### src/bus_cfg.svh
`ifndef BUS_CFG_SVH
`define BUS_CFG_SVH

// data memory geometry
`define BUS_DM_ADDR_WIDTH 10 // byte address bits, 1 KiB

// data memory window, inclusive on both ends
`define BUS_DM_LOW  32'h0000_0000
`define BUS_DM_HIGH 32'h0000_03ff

// control register window
`define BUS_CR_LOW   32'h0000_4000 // base of the register block
`define BUS_CR_COUNT 4             // word count, last one is the write counter

`endif

### src/bus_pkg.sv
package bus_pkg;

    // byte count carried on read_size / write_size
    typedef enum logic [2:0] {
        size_none = 3'd0, // no access
        size_byte = 3'd1,
        size_half = 3'd2,
        size_word = 3'd4
    } access_size_t;

    // last master served by the arbiter
    typedef enum logic {
        master_lsu = 1'b0, // load/store port
        master_dbg = 1'b1  // debug / dma port
    } master_t;

endpackage

### src/bus_arbiter.sv
`timescale 1ns/100ps

module bus_arbiter (
    input  logic                  clk,
    input  logic                  reset,
    // master 0, load/store port
    input  logic                  m0_req,
    input  logic [31:0]           m0_address,
    input  logic [31:0]           m0_data_in,
    input  bus_pkg::access_size_t m0_read_size,
    input  bus_pkg::access_size_t m0_write_size,
    output logic                  m0_grant,
    output logic                  m0_accepted,
    output logic [31:0]           m0_data_out,
    // master 1, debug/dma port
    input  logic                  m1_req,
    input  logic [31:0]           m1_address,
    input  logic [31:0]           m1_data_in,
    input  bus_pkg::access_size_t m1_read_size,
    input  bus_pkg::access_size_t m1_write_size,
    output logic                  m1_grant,
    output logic                  m1_accepted,
    output logic [31:0]           m1_data_out,
    // shared bus toward the slaves
    output logic [31:0]           bus_address,
    output logic [31:0]           bus_data_in,
    output bus_pkg::access_size_t bus_read_size,
    output bus_pkg::access_size_t bus_write_size,
    // slave returns
    input  logic                  dm_accepted,
    input  logic [31:0]           dm_data_out,
    input  logic                  cr_accepted,
    input  logic [31:0]           cr_data_out
);

    bus_pkg::master_t last_served;
    logic             any_accepted;
    logic [31:0]      read_data;

    // on a conflict the master not served last wins
    assign m0_grant = m0_req & (~m1_req | (last_served == bus_pkg::master_dbg));
    assign m1_grant = m1_req & (~m0_req | (last_served == bus_pkg::master_lsu));

    always_ff @(posedge clk) begin
        if (reset) begin
            last_served <= bus_pkg::master_dbg; // lsu goes first after reset
        end else if (m0_grant) begin
            last_served <= bus_pkg::master_lsu;
        end else if (m1_grant) begin
            last_served <= bus_pkg::master_dbg;
        end
    end

    always_comb begin
        bus_address    = '0;
        bus_data_in    = '0;
        bus_read_size  = bus_pkg::size_none; // idle bus selects no slave
        bus_write_size = bus_pkg::size_none;
        if (m0_grant) begin
            bus_address    = m0_address;
            bus_data_in    = m0_data_in;
            bus_read_size  = m0_read_size;
            bus_write_size = m0_write_size;
        end else if (m1_grant) begin
            bus_address    = m1_address;
            bus_data_in    = m1_data_in;
            bus_read_size  = m1_read_size;
            bus_write_size = m1_write_size;
        end
    end

    // slaves return zero when not selected, so a plain or merges them
    assign any_accepted = dm_accepted | cr_accepted;
    assign read_data    = dm_data_out | cr_data_out;

    assign m0_accepted = m0_grant & any_accepted;
    assign m1_accepted = m1_grant & any_accepted;
    assign m0_data_out = m0_grant ? read_data : '0;
    assign m1_data_out = m1_grant ? read_data : '0;

endmodule

### config.mk
export PLATFORM = sky130hd
export DESIGN_NAME = bus_arbiter
export DESIGN_NICKNAME = d
export VERILOG_FILES = /design/src/bus_cfg.svh /design/src/bus_pkg.sv /design/src/bus_arbiter.sv
export SDC_FILE = /design/constraint.sdc
export NUM_CORES = 1
export LEC_CHECK = 0
export BUFFER_PORTS_ARGS = -buffer_cell sky130_fd_sc_hd__buf_2
export CAP_MARGIN = 0
export CORE_AREA = 2 2 134 136
export CTS_CLUSTER_SIZE = 16
export DETAILED_ROUTE_END_ITERATION = 8
export DIE_AREA = 0 0 136 138
export HOLD_SLACK_MARGIN = 0.02
export SETUP_SLACK_MARGIN = 0.1
export SLEW_MARGIN = 10
export SYNTH_ARGS = -nofsm -noshare
export SYNTH_HDL_FRONTEND = slang
export SYNTH_SLANG_ARGS = --single-unit
### constraint.sdc
create_clock -name clk -period 1.1 [get_ports clk]
set_clock_uncertainty 0.1 [all_clocks]
set_input_delay 0.11 -clock clk [delete_from_list [all_inputs] [get_ports clk]]
set_output_delay 0.11 -clock clk [all_outputs]
set_load 0.02 [all_outputs]
# After elaboration in Yosys (flattened, before gate mapping)
# Cells that the tools add are included.
[word_totals]
register_bits = 1
input_bits = 210
word_cells = 25
[op_classes]
muxes = 12
bitwise = 11
reduce_logical = 1
[ops]
columns = ["cell", "count"]
rows = [
  ["$mux 32", 6],
  ["$or 32x32->32", 1],
  ["$mux 3", 4],
  ["$and 1x1->1", 4],
  ["$not 1->1", 3],
  ["$or 1x1->1", 3],
  ["$mux 1", 2],
  ["$reduce_bool 2->1", 1],
]

# Logic depth before layout (Yosys ltp)
[logic_depth]
ltp_word = 5
mapped_depth = 6

# Worst setup path after synthesis
# OpenSTA, ideal clock, no wires.
[synth_path]
path_type = "register to output"
from = "reg last_served"
to = "out m0_data_out[10]"
arrival_time_ns = 1.205
required_ns = 0.890
path_slack_ns = -0.315
stages_incl_launch_ff = 5
cell_sequence = "dfxtp_1 > nor2b_1 > clkbuf_1 > buf_2 > nor3_1"
[synth_via]
elab_chain_len = 3
[synth_lines]
columns = ["element", "line_no", "source"]
rows = [
  ["start: declaration", "bus_arbiter.sv:36", "bus_pkg::master_t last_served;"],
  ["start signal: assignment", "bus_arbiter.sv:46", "last_served <= bus_pkg::master_dbg;"],
  ["start signal: assignment", "bus_arbiter.sv:48", "last_served <= bus_pkg::master_lsu;"],
  ["start signal: assignment", "bus_arbiter.sv:50", "last_served <= bus_pkg::master_dbg;"],
  ["$or 1x1->1", "bus_arbiter.sv:41", "assign m0_grant = m0_req & (~m1_req | (last_served == bus_pkg::master_dbg));"],
  ["$and 1x1->1", "bus_arbiter.sv:41", ""],
  ["$mux 32", "bus_arbiter.sv:78", "assign m0_data_out = m0_grant ? read_data : '0;"],
  ["end: declaration", "bus_arbiter.sv:14", "output logic [31:0] m0_data_out,"],
]
# Every way passes these cells.

# Worst setup path in the final report
[layout_path]
from = "reg last_served"
to = "out bus_data_in[2]"
[layout_via]
elab_chain_len = 5
word_cells_on_any_way = 7
[layout_lines]
columns = ["element", "line_no", "source"]
rows = [
  ["$not 1->1", "bus_arbiter.sv:42", "assign m1_grant = m1_req & (~m0_req | (last_served == bus_pkg::master_lsu));"],
  ["$or 1x1->1", "bus_arbiter.sv:42", ""],
  ["$and 1x1->1", "bus_arbiter.sv:42", ""],
  ["$mux 32", "bus_arbiter.sv:64", "end else if (m1_grant) begin"],
  ["$mux 32 *", "bus_arbiter.sv:59", "if (m0_grant) begin"],
  ["end: declaration", "bus_arbiter.sv:26", "output logic [31:0] bus_data_in,"],
]
# Mark *: on every way between the ends. The rest lies on a longest branch, timed or not.

==> metrics.txt <==
status complete, but fails checks; failing checks setup timing; CP Cell Sequence nand2b_4 -> buf_12 -> a32o_2 -> buf_2; Worst-Skew Late Latency 0 ns; Yosys cell types 15; first-pass detailed-route iteration total 4; critical path fanouts, max 31; Worst path max stage delay 0.34 ns; Least-Margin Pin Slew 0.411 ns; vias per cell 4.14; Synth Area in Simple Gates 31.3%; # IOs around 350; Final period util 125%; post-synthesis mux area share 0%; number of DRC markers in iteration 0 42; Min-Delay Path Class in2reg; Largest Register last_served; synth warn 0; GR Util All Layers 11.6%; largest family of logic cells by synthesized area compound AO/OA/AOI/OAI gates; I/O Buffers 347; #FFs+latches synth 1; Worst R2R Path Depth 2; Reg area 23.8 µm²; Hold Vio Cnt, Final 0; Die Wd 136 µm; FP Rows 49; cells after synthesis 213; Syn Area/Cell 6.60 µm²; arrival time of the worst setup path around 1.2 ns; unrepaired setup endpoints after global routing true; minimum clock period 1.37 ns; R2R Setup Slk 0.16 ns; Leakage Power 0.00286 µW; critical path's slowest cell dfxtp_4; overall via count from detail_route around 3.4k; # setup viols final 138; PwrDens 576 nW/µm²; total design power 3130 µW; top flop regs last_served (1); Post-CTS Hold Buffers 0; final net count 798; CP endpoint bus_data_in[2]; setup ws final -0.272 ns; hold_ws around 0.19 ns; slew margin rel. 72.5%; register area share after synthesis 1.42%; Max Slew Vio Count 0; Placeable Area 17500 µm²; Syn Std Cell Area 1410 µm²; multi-input logic area 1880 µm²; Crit Path Class reg2out; R2R Path Start last_served; GP Congestion 0.869; Synth Area in Adders 0%; FF-to-FF End last_served; CP Launch Point last_served; Starting Density 8.01%; vias in the first global route 3322; startpoint types register; Synth Area in Compound Gates 51.1%; Mapped Nets 423; total grt overflow 0; Worst VDD drop 0.230 mV; fin cells 816; initial antenna violation count 2; Post-Synth XOR/XNOR Area 0%; DRC 0; max-cap violation count 0; Post-DP HPWL 9540 µm; first-pass GRT wire length 17400 µm; WL/cell 15.1 µm; CP required 0.89 ns; DP Worst Slack -0.346 ns; Final Routed Wirelength approximately 12000 µm; fmax about 730 MHz; critical path endpoint category primary output; CTS clk-pin slew, worst paths 0 ns; layout cells sized above 1 approximately 94%; Inst Count DP between 800 and 900; number of flip-flops in the largest register 1; Final ANT Viol Nets 0; die height 138 µm; largest net degree at the start of global routing 58; synthesis-to-layout area growth 286%; utilization after layout around 31%; Fill cells 1782; Die ar. 18800 µm²
## cell usage in the layout, fill, tap and decap left out
cell type  count
a21bo_4        1
nor2b_4        1
buf_16         3
diode_2        1
dfxtp_4        1
buf_4         40
or2_1          1
nand2_1        1
a21o_1         1
buf_2        225
nor2_1        35
buf_6        122
nor2_4        32
buf_12        17
nand2b_4       1
a32o_2        70
inv_8          1
nor3_4        33
clkinv_2       1
## metal layers
metal | up-vias | wire [µm] | share of wire, % | track usage [%]
li1 | 1606 | - | - | -
met1 | 1563 | 4080 | 33 | 11.4
met2 | 202 | 7240 | 59 | 26.1
met3 | 2 | 1030 | 8.3 | 1.28
met4 | 2 | 2 | 0.016 | 0.0548
met5 | - | 13 | 0.11 | 0
## stage by stage
step	setup TNS [ns]	area, µm²
2_1_floorplan	-12.42	2230
3_3_place_gp	-31.60	4480
3_5_place_dp	-33.61	4480
4_1_cts	-32.38	5230
5_1_grt	-35.85	5430
6_report	-30.82	5430
## worst max-delay path, delay by kind of cell (launching register included)
kind            cells  cell delay [ns]
compound gates      1             0.29
flops               1             0.34
simple gates        1             0.18
buf+inv             2             0.33
## kinds of logic after synthesis
kind of cell           after synthesis
buffers and inverters               36
flip-flops                           1
AND/OR/NAND/NOR                    104
AO/OA/AOI/OAI                       72
## power by group
part | internal [µW] | switching, µW
Clock | 0.000122 | 0
Sequential | 39.4 | 3.76
Combinational | 1620 | 1470
Total | 1660 | 1470
## synth_stat cells
cell type | instances | share of area [%]
buf_2 | 14 | 5.0
nand2b_1 | 1 | 0.45
a21o_1 | 1 | 0.53
inv_8 | 1 | 0.80
a32o_1 | 70 | 50
nor3_1 | 33 | 12
nor2b_1 | 1 | 0.45
nand2_1 | 1 | 0.27
or2_1 | 1 | 0.45
buf_6 | 9 | 7.2
nor2_1 | 67 | 18
dfxtp_1 | 1 | 1.4
inv_2 | 1 | 0.27
clkbuf_1 | 11 | 2.9
a21bo_1 | 1 | 0.71
## how the worst min path moves through the flow
stage / to / startpoint / depth (start not counted) / slack [ns]
finish: last_served / reset / 2 / 0.19
global route: last_served / reset / 2 / 0.21
CTS: last_served / reset / 2 / 0.19
detailed placement: last_served / reset / 2 / 0.19
global placement: last_served / reset / 2 / 0.19
floorplan: last_served / reset / 1 / 0.1
## cell type report
cell class	instances	share of cell area, %
repair buffers	407	59.4
diodes	1	0.0461
flip-flops and latches	1	0.438
multi-input cells	176	34.6
well taps	229	5.28
inverters	2	0.300
## timing repair
item	CTS	global route
gates resized for setup	193	58
endpoints found under the setup margin	139	139
cloned	2	0
buffers inserted	8	0
pin swaps	1	0
(Power assumes the default switching activity.)
