File: src/bus_cfg.svh
`ifndef BUS_CFG_SVH
`define BUS_CFG_SVH

// data memory geometry
`define BUS_DM_ADDR_WIDTH 10 // byte address bits, 1 KiB

// data memory window, inclusive on both ends
`define BUS_DM_LOW  32'h0000_0000
`define BUS_DM_HIGH 32'h0000_03ff

// control register window
`define BUS_CR_LOW   32'h0000_4000 // base of the register block
`define BUS_CR_COUNT 4             // word count, last one is the write counter

`endif

File: src/bus_pkg.sv
package bus_pkg;

    // byte count carried on read_size / write_size
    typedef enum logic [2:0] {
        size_none = 3'd0, // no access
        size_byte = 3'd1,
        size_half = 3'd2,
        size_word = 3'd4
    } access_size_t;

    // last master served by the arbiter
    typedef enum logic {
        master_lsu = 1'b0, // load/store port
        master_dbg = 1'b1  // debug / dma port
    } master_t;

endpackage

File: src/ctrl_registers.sv
`timescale 1ns/100ps
`include "bus_cfg.svh"

module ctrl_registers (
    input  logic                  clk,
    input  logic                  reset,
    input  logic [31:0]           address,
    input  logic [31:0]           data_in,
    input  bus_pkg::access_size_t read_size,
    input  bus_pkg::access_size_t write_size,
    output logic                  accepted,
    output logic [31:0]           data_out
);

    localparam int IDX_W       = $clog2(`BUS_CR_COUNT);
    localparam int COUNTER_IDX = `BUS_CR_COUNT - 1; // last word is read-only

    logic [31:0]      scratch [COUNTER_IDX];
    logic [31:0]      write_count;

    logic [31:0]      offset;
    logic             in_window;
    logic             aligned;
    logic             word_read;
    logic             word_write;
    logic [IDX_W-1:0] reg_idx;
    logic [31:0]      read_word;

    // unsigned offset also catches addresses below the base
    assign offset    = address - `BUS_CR_LOW;
    assign in_window = (offset < 32'(4 * `BUS_CR_COUNT));
    assign aligned   = (offset[1:0] == 2'b00);
    assign reg_idx   = offset[IDX_W+1:2];

    // word only, and exactly one direction
    assign word_read  = (read_size == bus_pkg::size_word) &&
                        (write_size == bus_pkg::size_none);
    assign word_write = (write_size == bus_pkg::size_word) &&
                        (read_size == bus_pkg::size_none);

    assign accepted = in_window & aligned & (word_read | word_write);

    always_comb begin
        read_word = write_count;
        if (reg_idx != IDX_W'(COUNTER_IDX)) begin
            read_word = scratch[reg_idx];
        end
    end

    assign data_out = (accepted && word_read) ? read_word : '0;

    always_ff @(posedge clk) begin
        if (reset) begin
            write_count <= '0;
            for (int i = 0; i < COUNTER_IDX; i++) begin
                scratch[i] <= '0;
            end
        end else if (accepted && word_write) begin
            write_count <= write_count + 32'd1; // counts writes to word 3 as well
            if (reg_idx != IDX_W'(COUNTER_IDX)) begin
                scratch[reg_idx] <= data_in;
            end
        end
    end

endmodule

File: config.mk
export PLATFORM = sky130hd
export DESIGN_NAME = ctrl_registers
export DESIGN_NICKNAME = d
export VERILOG_FILES = /design/src/bus_pkg.sv /design/src/ctrl_registers.sv
export VERILOG_INCLUDE_DIRS = /design/src
export SDC_FILE = /design/constraint.sdc
export NUM_CORES = 1
export LEC_CHECK = 0
export ABC_AREA = 1
export ABC_CLOCK_PERIOD_IN_PS = 4500
export BUFFER_PORTS_ARGS = -buffer_cell sky130_fd_sc_hd__buf_2
export CAP_MARGIN = 20
export CORE_AREA = 2 2 112 114
export CTS_CLUSTER_DIAMETER = 60
export DETAILED_ROUTE_END_ITERATION = 8
export DIE_AREA = 0 0 114 116
export GPL_TIMING_DRIVEN = 0
export MAX_ROUTING_LAYER = met4
export PLACE_DENSITY = 0.8
export SLEW_MARGIN = 10
export SYNTH_ARGS = -nofsm -noshare
export SYNTH_HDL_FRONTEND = slang
export SYNTH_SLANG_ARGS = --single-unit
File: constraint.sdc
create_clock -name clk -period 4.5 [get_ports clk]
set_input_delay 0.225 -clock clk [delete_from_list [all_inputs] [get_ports clk]]
set_output_delay 0.225 -clock clk [all_outputs]
set_load 0.01 [all_outputs]
# --- Yosys cells after proc, flatten, opt, wreduce, memory -nomap -nowiden ---
# Memory sizes are Yosys's and may differ from the RTL's.
# Cells that the tools add are included.
word_totals:
  mem_count: 1
  mem_bits_rw: 96
  input_bits: 72
  output_inout_bits: 33
  register_bits: 32
op_classes:
  bitwise_logic: 3
  n_reduce_logical: 8
  n_eq_ne: 3
  magnitude_cmp: 1
  n_mux: 11
  addsub: 2
mem_list:
  columns: ["name", "words", "width", "read_ports", "rd_ports_with_merged_regs", "wr", "line_no", "rtl"]
  rows:
  - ["scratch", 3, 32, 1, 0, 3, "ctrl_registers.sv:18", "logic [31:0] scratch [COUNTER_IDX];"]
op_table:
  columns: ["cell", "count"]
  rows:
  - ["$mux W32", 3]
  - ["$add A32 B1 Y32 const B", 1]
  - ["$lt A32 B5 Y1 const B", 1]
  - ["$reduce_or A32 Y1", 1]
  - ["$sub A32 B15 Y32 const B", 1]
  - ["$mux W1", 7]
  - ["$eq A3 B3 Y1 const B", 2]
  - ["$logic_not A3 Y1", 2]
  - ["$logic_and A1 B1 Y1", 4]
  - ["$and A1 B1 Y1", 2]
  - ["$logic_not A2 Y1", 1]
  - ["$mux W2", 1]
  - ["$ne A2 B2 Y1 const B", 1]
  - ["$or A1 B1 Y1", 1]

# --- Longest topological paths before layout ---
# Gate-level depths: netlist of run 1.
logic_depth:
  ltp_word: 10
  mapped_depth: 17
  depth_no_buf: 16

# --- Worst setup path after synthesis of run 1 ---
# OpenSTA, ideal clock, no wires.
synth_timing:
  path_type: "input-to-reg"
  startpoint: "input port address[17]"
  endpoint: "memory scratch[0][0] (enable)"
  setup_time_ns: 0.389
  arrival_time_ns: 2.452
  n_path_buf: 1
  setup_slack_ns: 1.658
  path_stages: 14
  path_cell_list: "nor2_2 nand2_2 nor2_4 nand2_2 nand2_2 nand2_2 nor2_4 nand3_2 nor2_4 nand2_4 nor3_4 nand2_4 buf_6 nand2_1"
synth_rtl:
  columns: ["element", "line_no", "rtl"]
  rows:
  - ["start: declaration", "ctrl_registers.sv:7", "input logic [31:0] address,"]
  - ["end: declaration", "ctrl_registers.sv:18", null]

==> impl_metrics.tcl, run 1 <==
set metrics [dict create \
    status "completed" \
    met2_usage_pct 49.0 \
    holdBufCountCts 0 \
    finalSetupViolations 0 \
    drtIter0Drc 597 \
    drtAntennaViolNets 0 \
    synth_seq_cells 128 \
    cts.repair.resized 0 \
    cts_buffers 17 \
    cp.arrival_ns 2.82 \
    power.leakage_nw 3.64 \
    area_delta_synth_final_pct 18.1 \
    clock_latency_ns 0.42 \
    root_buffer "clkbuf_16" \
    worst_pin_slew_ns 0.847 \
    final_util_pct 69.6 \
    synth_largest_area_cell "edfxtp_1" \
    crit_type "in -> reg" \
    fillers 979 \
    grt_overflow 0 \
    die-area_um2 13200 \
    rr_endpoint "write_count[22]" \
    die_w_um 114 \
    ys_top_cells_by_area "edfxtp_1, nor2_1, dfxtp_1, nand2_1, inv_1" \
    hp-class "in -> reg" \
    vias 6460 \
    synth_nets 997 \
    synth_cells 924 \
    cts_sinks 128 \
    antenna_found_initial 0 \
    final_cell_mix "nor2_1, nand2_1, inv_1" \
    p_clk_share_pct 46.8 \
    cp.required_ns 4.55 \
    h-tree-depth 4 \
    drtPass1Iterations 8 \
    powerDensity_nw_per_um2 345 \
    hpwlAfterDp_um 12700 \
    io_pins 105 \
    drc_errors 0 \
    first_global_vias 5975 \
    syn_area_per_cell_um2 7.60 \
    worstSetupStartpointType "primary input" \
    power.switching_mw 0.678 \
    die_h_um 116 \
    p_comb_share_pct 7.0 \
    cts.clk_slew.worst_paths_ns 0.06 \
    power_mw 2.86 \
    relSlewSlack_pct 43.3 \
    nets 1118 \
    globalRoute.busiestLayer "met2" \
    crit_path_end_kind "register" \
    ff_latch_area_um2 3520 \
    preCtsSetupSlack_ns 1.28 \
    min_path_cells 3 \
    r2r-start "write_count[0]" \
    io_buffers 102 \
    initial_core_util_pct 58.9 \
    hold_viol 0 \
    grt_max_degree 33 \
    grt_pass1_wl_um 28900 \
    vdd_drop_max_uv 400 \
    cts_tree "done" \
    clock.fmax_ghz 0.361 \
    routedWlPerCell_um 15.1 \
    multiInputGateArea_um2 2880 \
    rsz0062_at_grt "no" \
    cts_buffer_depth 2 \
    swShare_pct 23.7 \
    grt.met1_usage_pct 36.4 \
    worstSetupEndpoint "scratch[0][12]" \
    reg2reg_depth 14 \
    row_count 40 \
    routed_via_density 5.36 \
    cp-startpoint "address[15]" \
    r2r_setup_slack_ns 1.93 \
    n_antenna_cell 0 \
    p_int_mw 2.18 \
    synth_seq_area_share_pct 50.2 \
    drv_cap 0 \
    synth_top_area_share_pct 41.1 \
    skew_ns 0.00405 \
    gp_congestion 0.971 \
    grt_use_met3_pct 6.38 \
    synth_cell_types 31 \
    synth.cell_area_um2 7020 \
    p_seq_share_pct 46.2 \
    fin_ws_ns 1.73 \
    track_usage_pct 29.6 \
    ys_warn_count 0 \
    fin_setup_tns_ns 0 \
    fin_crit_sh_pct 61.5 \
    core_um2 11900 \
    totalWireLength_um 18200 \
    period_needed_ns 2.77 \
    drv_slew 0 \
    post_cts_buffers 0 \
    cp_max_fo 32 \
    drive_above_1_share_pct 16.2 \
    final_common_cell "nor2_1" \
]
## critical path: stages
cell and delay [ns]:
buf_2 0.12, nor2_4 0.17, nand2_2 0.10, nor2_4 0.16, nand2_1 0.06, nand2_1 0.10
nand2_1 0.06, nor2_1 0.10, nand3_2 0.10, nor2_4 0.20, nand2_4 0.12, nor3_4 0.30
nand2_4 0.15, buf_6 0.18, nand2_2 0.62
## flip-flops by register name (all words and copies together) (netlist names)
register	flops
scratch	96
write_count	32
## cells by family after synthesis
kind of cell	after synthesis	synth area share, %
xor+xnor	1	0.125
compound gates	60	5.06
flops	128	50.2
buf+inv	148	8.91
fa+ha+maj	1	0.178
simple gates	586	35.5
## worst min-delay path by stage
stage                         from             end  slack, ns
detailed placement  write_count[8]  write_count[8]       0.49
finish                 data_in[20]  scratch[2][20]       0.13
floorplan           write_count[8]  write_count[8]       0.43
global route           data_in[23]  scratch[2][23]       0.12
CTS                    data_in[19]  scratch[2][19]       0.12
global placement    write_count[8]  write_count[8]       0.49
## routing by layer
metal,vias up,share of wire (%)
met5,-,0
met4,0,2.2
met3,33,6.7
met2,247,49
met1,2975,42
li1,3205,-
## per-stage QoR
step,hold WS (ns),instances,instance area (um2)
global placement,0.491,1173,7710
global route,0.122,1205,8290
finish,0.126,1205,8290
floorplan,0.434,924,7020
detailed placement,0.494,1173,7720
CTS,0.118,1205,8290
## cell usage after synthesis
library cell / instances
nor2_1: 293
inv_1: 108
inv_2: 2
nor2_4: 6
o21bai_1: 8
clkbuf_1: 24
nor4_2: 1
clkinv_1: 2
nor3_1: 51
o221ai_1: 9
nand2_1: 166
nor4_1: 2
a21oi_1: 13
nor2_2: 1
nand4_1: 20
nand3_2: 2
or2_2: 3
nand2_4: 4
a31oi_1: 1
o21ai_0: 29
nand2_2: 6
buf_6: 9
nor3b_1: 1
dfxtp_1: 32
buf_2: 2
nor3_4: 1
buf_1: 1
ha_1: 1
edfxtp_1: 96
xor2_1: 1
nand3_1: 29
## power groups by stage
stage                     Combinational (mW)  Clock, mW  Sequential, mW
after global placement                 0.194          0            1.35
final                                  0.200       1.34            1.32
after global routing                   0.222       1.39            1.33
after detailed placement               0.197          0            1.35
after floorplan                        0.117          0            1.34
after CTS                              0.199       1.33            1.32
## cell type report
| class | instances | share of cell area [%] |
|---|---|---|
| tap | 147 | 2.22 |
| clock inverter | 15 | 1.75 |
| sequential | 128 | 42.5 |
| inverter | 112 | 5.07 |
| buffer | 36 | 2.48 |
| multi-input combinational | 648 | 34.7 |
| timing repair buffer | 102 | 6.16 |
| clock buffer | 17 | 5.13 |
Note: power is estimated with default switching activity, not from simulation.
==> run 2, diff against run 1 <==
Settings changed: ABC_CLOCK_PERIOD_IN_PS 4500 to 2300, CORE_AREA 2 2 112 114 to 2 2 121 123, DIE_AREA 0 0 114 116 to 0 0 123 125, PLACE_DENSITY 0.8 to 0.72.
Clock period 4.5 ns to 2.3 ns, I/O delays scaled along.
==> run 2 against run 1 <==
  * Sequential share of layout area shrank 1.5 points
  * Routed wire length grew 7.3%
  * Worst setup slack lost 1.7 ns
  * Critical path type is now in -> out
==> impl_metrics.tcl, run 2 (synthesis gave the netlist of run 1 again) <==
set metrics [dict create \
    status "completed" \
    hold_viol 0 \
    drc_errors 0 \
    reg.largest.list "scratch: 96 flops, write_count: 32 flops" \
    core_um2 14200 \
    first_global_vias 6010 \
    die-area_um2 15400 \
    cp-startpoint "address[3]" \
    hpwlAfterDp_um 13000 \
    skew_ns 0.00592 \
    slowest_delay_ns 0.41 \
    worst-path-stages 8 \
    h-tree-depth 4 \
    drive_above_1_share_pct 19.6 \
    cts_sinks 128 \
    drv_cap 0 \
    cp_max_fo 10 \
    area_delta_synth_final_pct 22.5 \
    relSlewSlack_pct 47.3 \
    fin_setup_tns_ns 0 \
    cts_tree "done" \
    clock_latency_ns 0.43 \
    row_count 44 \
    cp_common_cell "clkbuf_1" \
    cts_buffers 17 \
    r2r-start "write_count[4]" \
    drtAntennaViolNets 0 \
    grt_overflow 0 \
    clock.fmax_ghz 0.448 \
    die_w_um 123 \
    root_buffer "clkbuf_16" \
    path_buf_inv 4 \
    grt_pass1_wl_um 30300 \
    crit_path_cell_trace "clkbuf_1, nand2_1, clkinv_1, clkbuf_1, nor2_1, o221ai_1, a21oi_1, buf_2" \
    crit_slowest_cell "clkinv_1" \
    worstSetupStartpointType "primary input" \
    worstSetupEndpoint "data_out[24]" \
    n_antenna_cell 0 \
    drtIter0Drc 663 \
    hold_slack_ns 0.00590 \
    vdd_drop_max_uv 639 \
    track_usage_pct 26.9 \
    final_cell_mix "nor2_1, nand2_1, inv_1" \
    cp.required_ns 2.18 \
    initial_core_util_pct 49.4 \
    largest_reg_flops 96 \
    vias 6446 \
    antenna_found_initial 0 \
    rr_endpoint "write_count[25]" \
    reg2reg_depth 12 \
    gp_congestion 0.930 \
    period_needed_ns 2.23 \
    drtPass1Iterations 5 \
    r2r_setup_slack_ns 0.17 \
    fin_crit_sh_pct 97.0 \
    power.leakage_nw 3.74 \
    totalWireLength_um 19500 \
    routed_via_density 5.14 \
    nets 1130 \
    io_pins 105 \
    cts_buffer_depth 2 \
    worst_pin_slew_ns 0.790 \
    routedWlPerCell_um 15.6 \
    powerDensity_nw_per_um2 636 \
    regMostFlops "scratch" \
    path_delay_family "buffers and inverters" \
    finalSetupViolations 0 \
    crit_type "in -> out" \
    die_h_um 125 \
    cts.clk_slew.worst_paths_ns 0.06 \
    hp-class "in -> reg" \
    grt_max_degree 17 \
    io_buffers 102 \
    crit_path_end_kind "primary output" \
    drv_slew 0 \
    cp.arrival_ns 2.12 \
    final_common_cell "nor2_1" \
]
-- run 2: changes by cell type in the layout (fill, tap and decap cells not counted), sizes merged --
cell	delta
nand2	+3
bufinv	-1
clkinv	-3
inv	-1
clkbuf	+1
buf	+10
clkinvlp	+2
-- run 2: worst min path at each step --
stage                      startpoint        endpoint  slack (ns)  cells past startpoint
after floorplan           data_in[22]  scratch[0][22]        0.35                      2
after global placement     data_in[5]   scratch[0][5]        0.44                      3
after detailed placement  data_in[14]  scratch[2][14]        0.44                      3
after CTS                 data_in[14]  scratch[2][14]       0.006                      3
after global routing      data_in[21]  scratch[0][21]        0.02                      3
final                     data_in[14]  scratch[2][14]       0.006                      3
-- run 2: worst register-to-register path, cell delays in order (launching register included) --
cell and delay, ns:
dfxtp_1 0.43, nand2_1 0.15, nor2_2 0.22, nand3_2 0.16, nor2_2 0.20, nand3_1 0.09, inv_1 0.10, nand2_1 0.09
nor2_1 0.23, nand4_1 0.16, nand2_1 0.10, nand2_1 0.05, nor2_1 0.10
-- run 2: report_power, final --
part	switching (mW)	total [mW]	internal [mW]	leakage [nW]
logic	0.289	0.429	0.140	2.32
registers	0.0237	2.59	2.56	1.17
clock network	0.996	2.45	1.46	0.249
-- run 2: what timing repair did --
item | in CTS | in global routing
gates resized for setup | 12 | 34
gates cloned | 3 | 0
buffers inserted | 4 | 5
endpoints found under the hold margin | 0 | 0
hold buffers | 0 | 0
pin swaps | 1 | 5
setup endpoints to repair | 121 | 136
-- run 2: metal layers --
layer  vias up  part of all wire (%)  track usage (%)
li1       3236                     -                -
met1      2958                    43             35.1
met2       220                    49             42.1
met3        32                   6.6             5.47
met4         0                   1.8             8.36
met5         -                     0                -
-- run 2: final cells by class --
class,count,area [um2]
plain buffers,36,219
flip-flops and latches,128,3530
multi-input cells,651,3070
inverters,112,420
well taps,184,230
repair buffers,111,607
clock buffers,19,433
clock inverters,12,96.3
fillers,1293,5600
-- run 2: through the flow --
stage               worst slack [ns]  std cells  power (mW)  cell area (um2)  utilization (%)
finish                        0.0689       1253        5.47             8600             60.5
global placement              -0.618       1210        3.02             7780             54.8
floorplan                     0.0674        924        2.86             7040                -
global route                 -0.0246       1253        5.64             8600             60.5
detailed placement            -0.637       1210        3.02             7780             54.8
CTS                          0.00250       1248        5.46             8460             59.5
==> run 3, diff against run 2 <==
Settings changed: BUFFER_PORTS_ARGS -buffer_cell sky130_fd_sc_hd__buf_2 to -buffer_cell sky130_fd_sc_hd__clkbuf_2.
==> run 3 against run 2 <==
  * Register-to-register slack hardly changed
  * Clock skew decreased by 0.0022 ns
  * Worst setup slack gained 0.090 ns
  * Cell area grew 0.67%
  * Maximum frequency rose by 4.2%
  * Combinational power about the same
  * Global-route usage grew 0.55 points
  * Highest routed layer unchanged
==> impl_metrics.tcl, run 3 (synthesis gave the netlist of run 1 again) <==
set metrics [dict create \
    status "completed" \
    vdd_drop_max_uv 535 \
    die_w_um 123 \
    path_buf_inv 4 \
    slowest_delay_ns 0.45 \
    final_common_cell "nor2_1" \
    cts_buffer_depth 2 \
    antenna_found_initial 0 \
    final_cell_mix "nor2_1, nand2_1, inv_1" \
    drv_cap 0 \
    cp.required_ns 2.18 \
    regMostFlops "scratch" \
    largest_reg_flops 96 \
    multiInputGateArea_um2 3080 \
    drv_slew 0 \
    routedWlPerCell_um 15.7 \
    grt_max_degree 17 \
    io_pins 105 \
    gp_congestion 0.943 \
    root_buffer "clkbuf_16" \
    io_buffers 102 \
    grt_pass1_wl_um 30900 \
    worst_pin_slew_ns 0.845 \
    relSlewSlack_pct 43.6 \
    die-area_um2 15400 \
    die_h_um 125 \
    totalWireLength_um 19700 \
    fin_setup_tns_ns 0 \
    crit_path_end_kind "primary output" \
    drtIter0Drc 700 \
    grt_overflow 0 \
    power_mw 5.64 \
    row_count 44 \
    drtPass1Iterations 5 \
    nets 1132 \
    cp_max_fo 10 \
    crit_type "in -> out" \
    wl_met2_um 9620 \
    clock_latency_ns 0.43 \
    drtAntennaViolNets 0 \
    finalSetupViolations 0 \
    first_global_vias 6170 \
    vias 6538 \
    clock.fmax_ghz 0.467 \
    worstSetupStartpointType "primary input" \
    area_delta_synth_final_pct 23.4 \
    drive_above_1_share_pct 20.0 \
    initial_core_util_pct 49.4 \
    final_area_um2 8660 \
    swShare_pct 23.9 \
    r2r_setup_slack_ns 0.18 \
    reg.largest.list "scratch: 96 flops, write_count: 32 flops" \
    fillers 1307 \
    p_comb_share_pct 7.7 \
    power.switching_mw 1.35 \
    p_int_mw 4.29 \
    track_usage_pct 27.4 \
    power.leakage_nw 3.75 \
    wl_met1_um 8450 \
    dr.max_layer_used "met4" \
    fin_crit_sh_pct 93.1 \
    crit_slowest_cell "clkbuf_1" \
    h-tree-depth 4 \
    routed_via_density 5.21 \
    cts_sinks 128 \
    cts_tree "done" \
    hpwlAfterDp_um 13100 \
    hold_viol 0 \
    cts_buffers 17 \
    cp.arrival_ns 2.03 \
    skew_ns 0.00368 \
    ff_latch_area_um2 3520 \
    period_needed_ns 2.14 \
    placed_area_um2 7780 \
    crit_path_cell_trace "clkbuf_1, nand2_1, clkinv_1, clkbuf_1, nand2_1, a21oi_1, clkbuf_2" \
    p_seq_share_pct 45.8 \
    hp-class "in -> reg" \
    core_um2 14200 \
    wl_met3_um 1200 \
    p_clk_share_pct 46.5 \
    drc_errors 0 \
    cts.clk_slew.worst_paths_ns 0.06 \
    powerDensity_nw_per_um2 652 \
    n_antenna_cell 0 \
    path_delay_family "buffers and inverters" \
]
==> run 3: cell types whose count changed in the layout (fill, tap and decap cells not counted), sizes merged <==
| cell | previous run | this run |
|---|---|---|
| buf | 124 | 22 |
| bufinv | 1 | 2 |
| clkbuf | 42 | 143 |
| clkinv | 9 | 8 |
| clkinvlp | 4 | 3 |
| dlygate4sd3 | 0 | 1 |
| inv | 110 | 112 |
| nand2 | 179 | 181 |
==> run 3: timing repair <==
action,CTS,global route
gates cloned,5,0
endpoints found under the hold margin,2,0
setup buffers,3,5
pin swaps,1,6
setup endpoints to repair,121,138
resized for setup,11,39
hold buffers,1,0
==> run 3: worst paths after layout <==
check               endpoint            from  cells past startpoint
max              data_out[0]      address[3]                      7
min            scratch[1][5]      data_in[5]                      3
max reg2reg  write_count[28]  write_count[1]                     11
min reg2reg   write_count[8]  write_count[8]                      2
==> run 3: power groups by stage <==
stage	sequential [mW]	combinational [mW]	clock [mW]
finish	2.59	0.432	2.63
global route	2.59	0.478	2.75
CTS	2.59	0.422	2.63
detailed placement	2.63	0.393	0
global placement	2.63	0.390	0
floorplan	2.63	0.231	0
==> run 3: stage by stage <==
stage	util, %	cells	setup WS [ns]	hold WS (ns)
global placement	54.8	1210	-0.624	0.441
finish	60.9	1256	0.159	0.00467
detailed placement	54.8	1210	-0.649	0.446
floorplan	-	924	0.0674	0.346
global route	60.9	1256	-0.00285	0.0192
CTS	59.9	1251	-0.0244	0.00141
==> run 3: layer usage <==
layer	global-route usage (%)	up-vias
met5	-	-
met4	8.16	0
li1	-	3239
met1	34.9	3015
met3	6.25	41
met2	43.7	243
==> run 3: worst reg2reg max path, cell delays in order (launching register included) <==
cell and delay, ns:
dfxtp_1 0.37, ha_2 0.22, nand2_1 0.10, nor3_4 0.18
inv_1 0.08, nor3_1 0.31, nand3_1 0.19, nor2_2 0.20
nand4_1 0.16, nand2_1 0.11, nand2_1 0.05, nor2_1 0.10
==> run 3: layout make-up <==
cell class,instances,area share [%]
sequential,128,40.7
buffer,36,2.59
tap,184,2.66
clock inverter,13,1.60
multi-input combinational,653,35.5
clock buffer,19,5.00
inverter,112,4.86
timing repair buffer,111,7.04
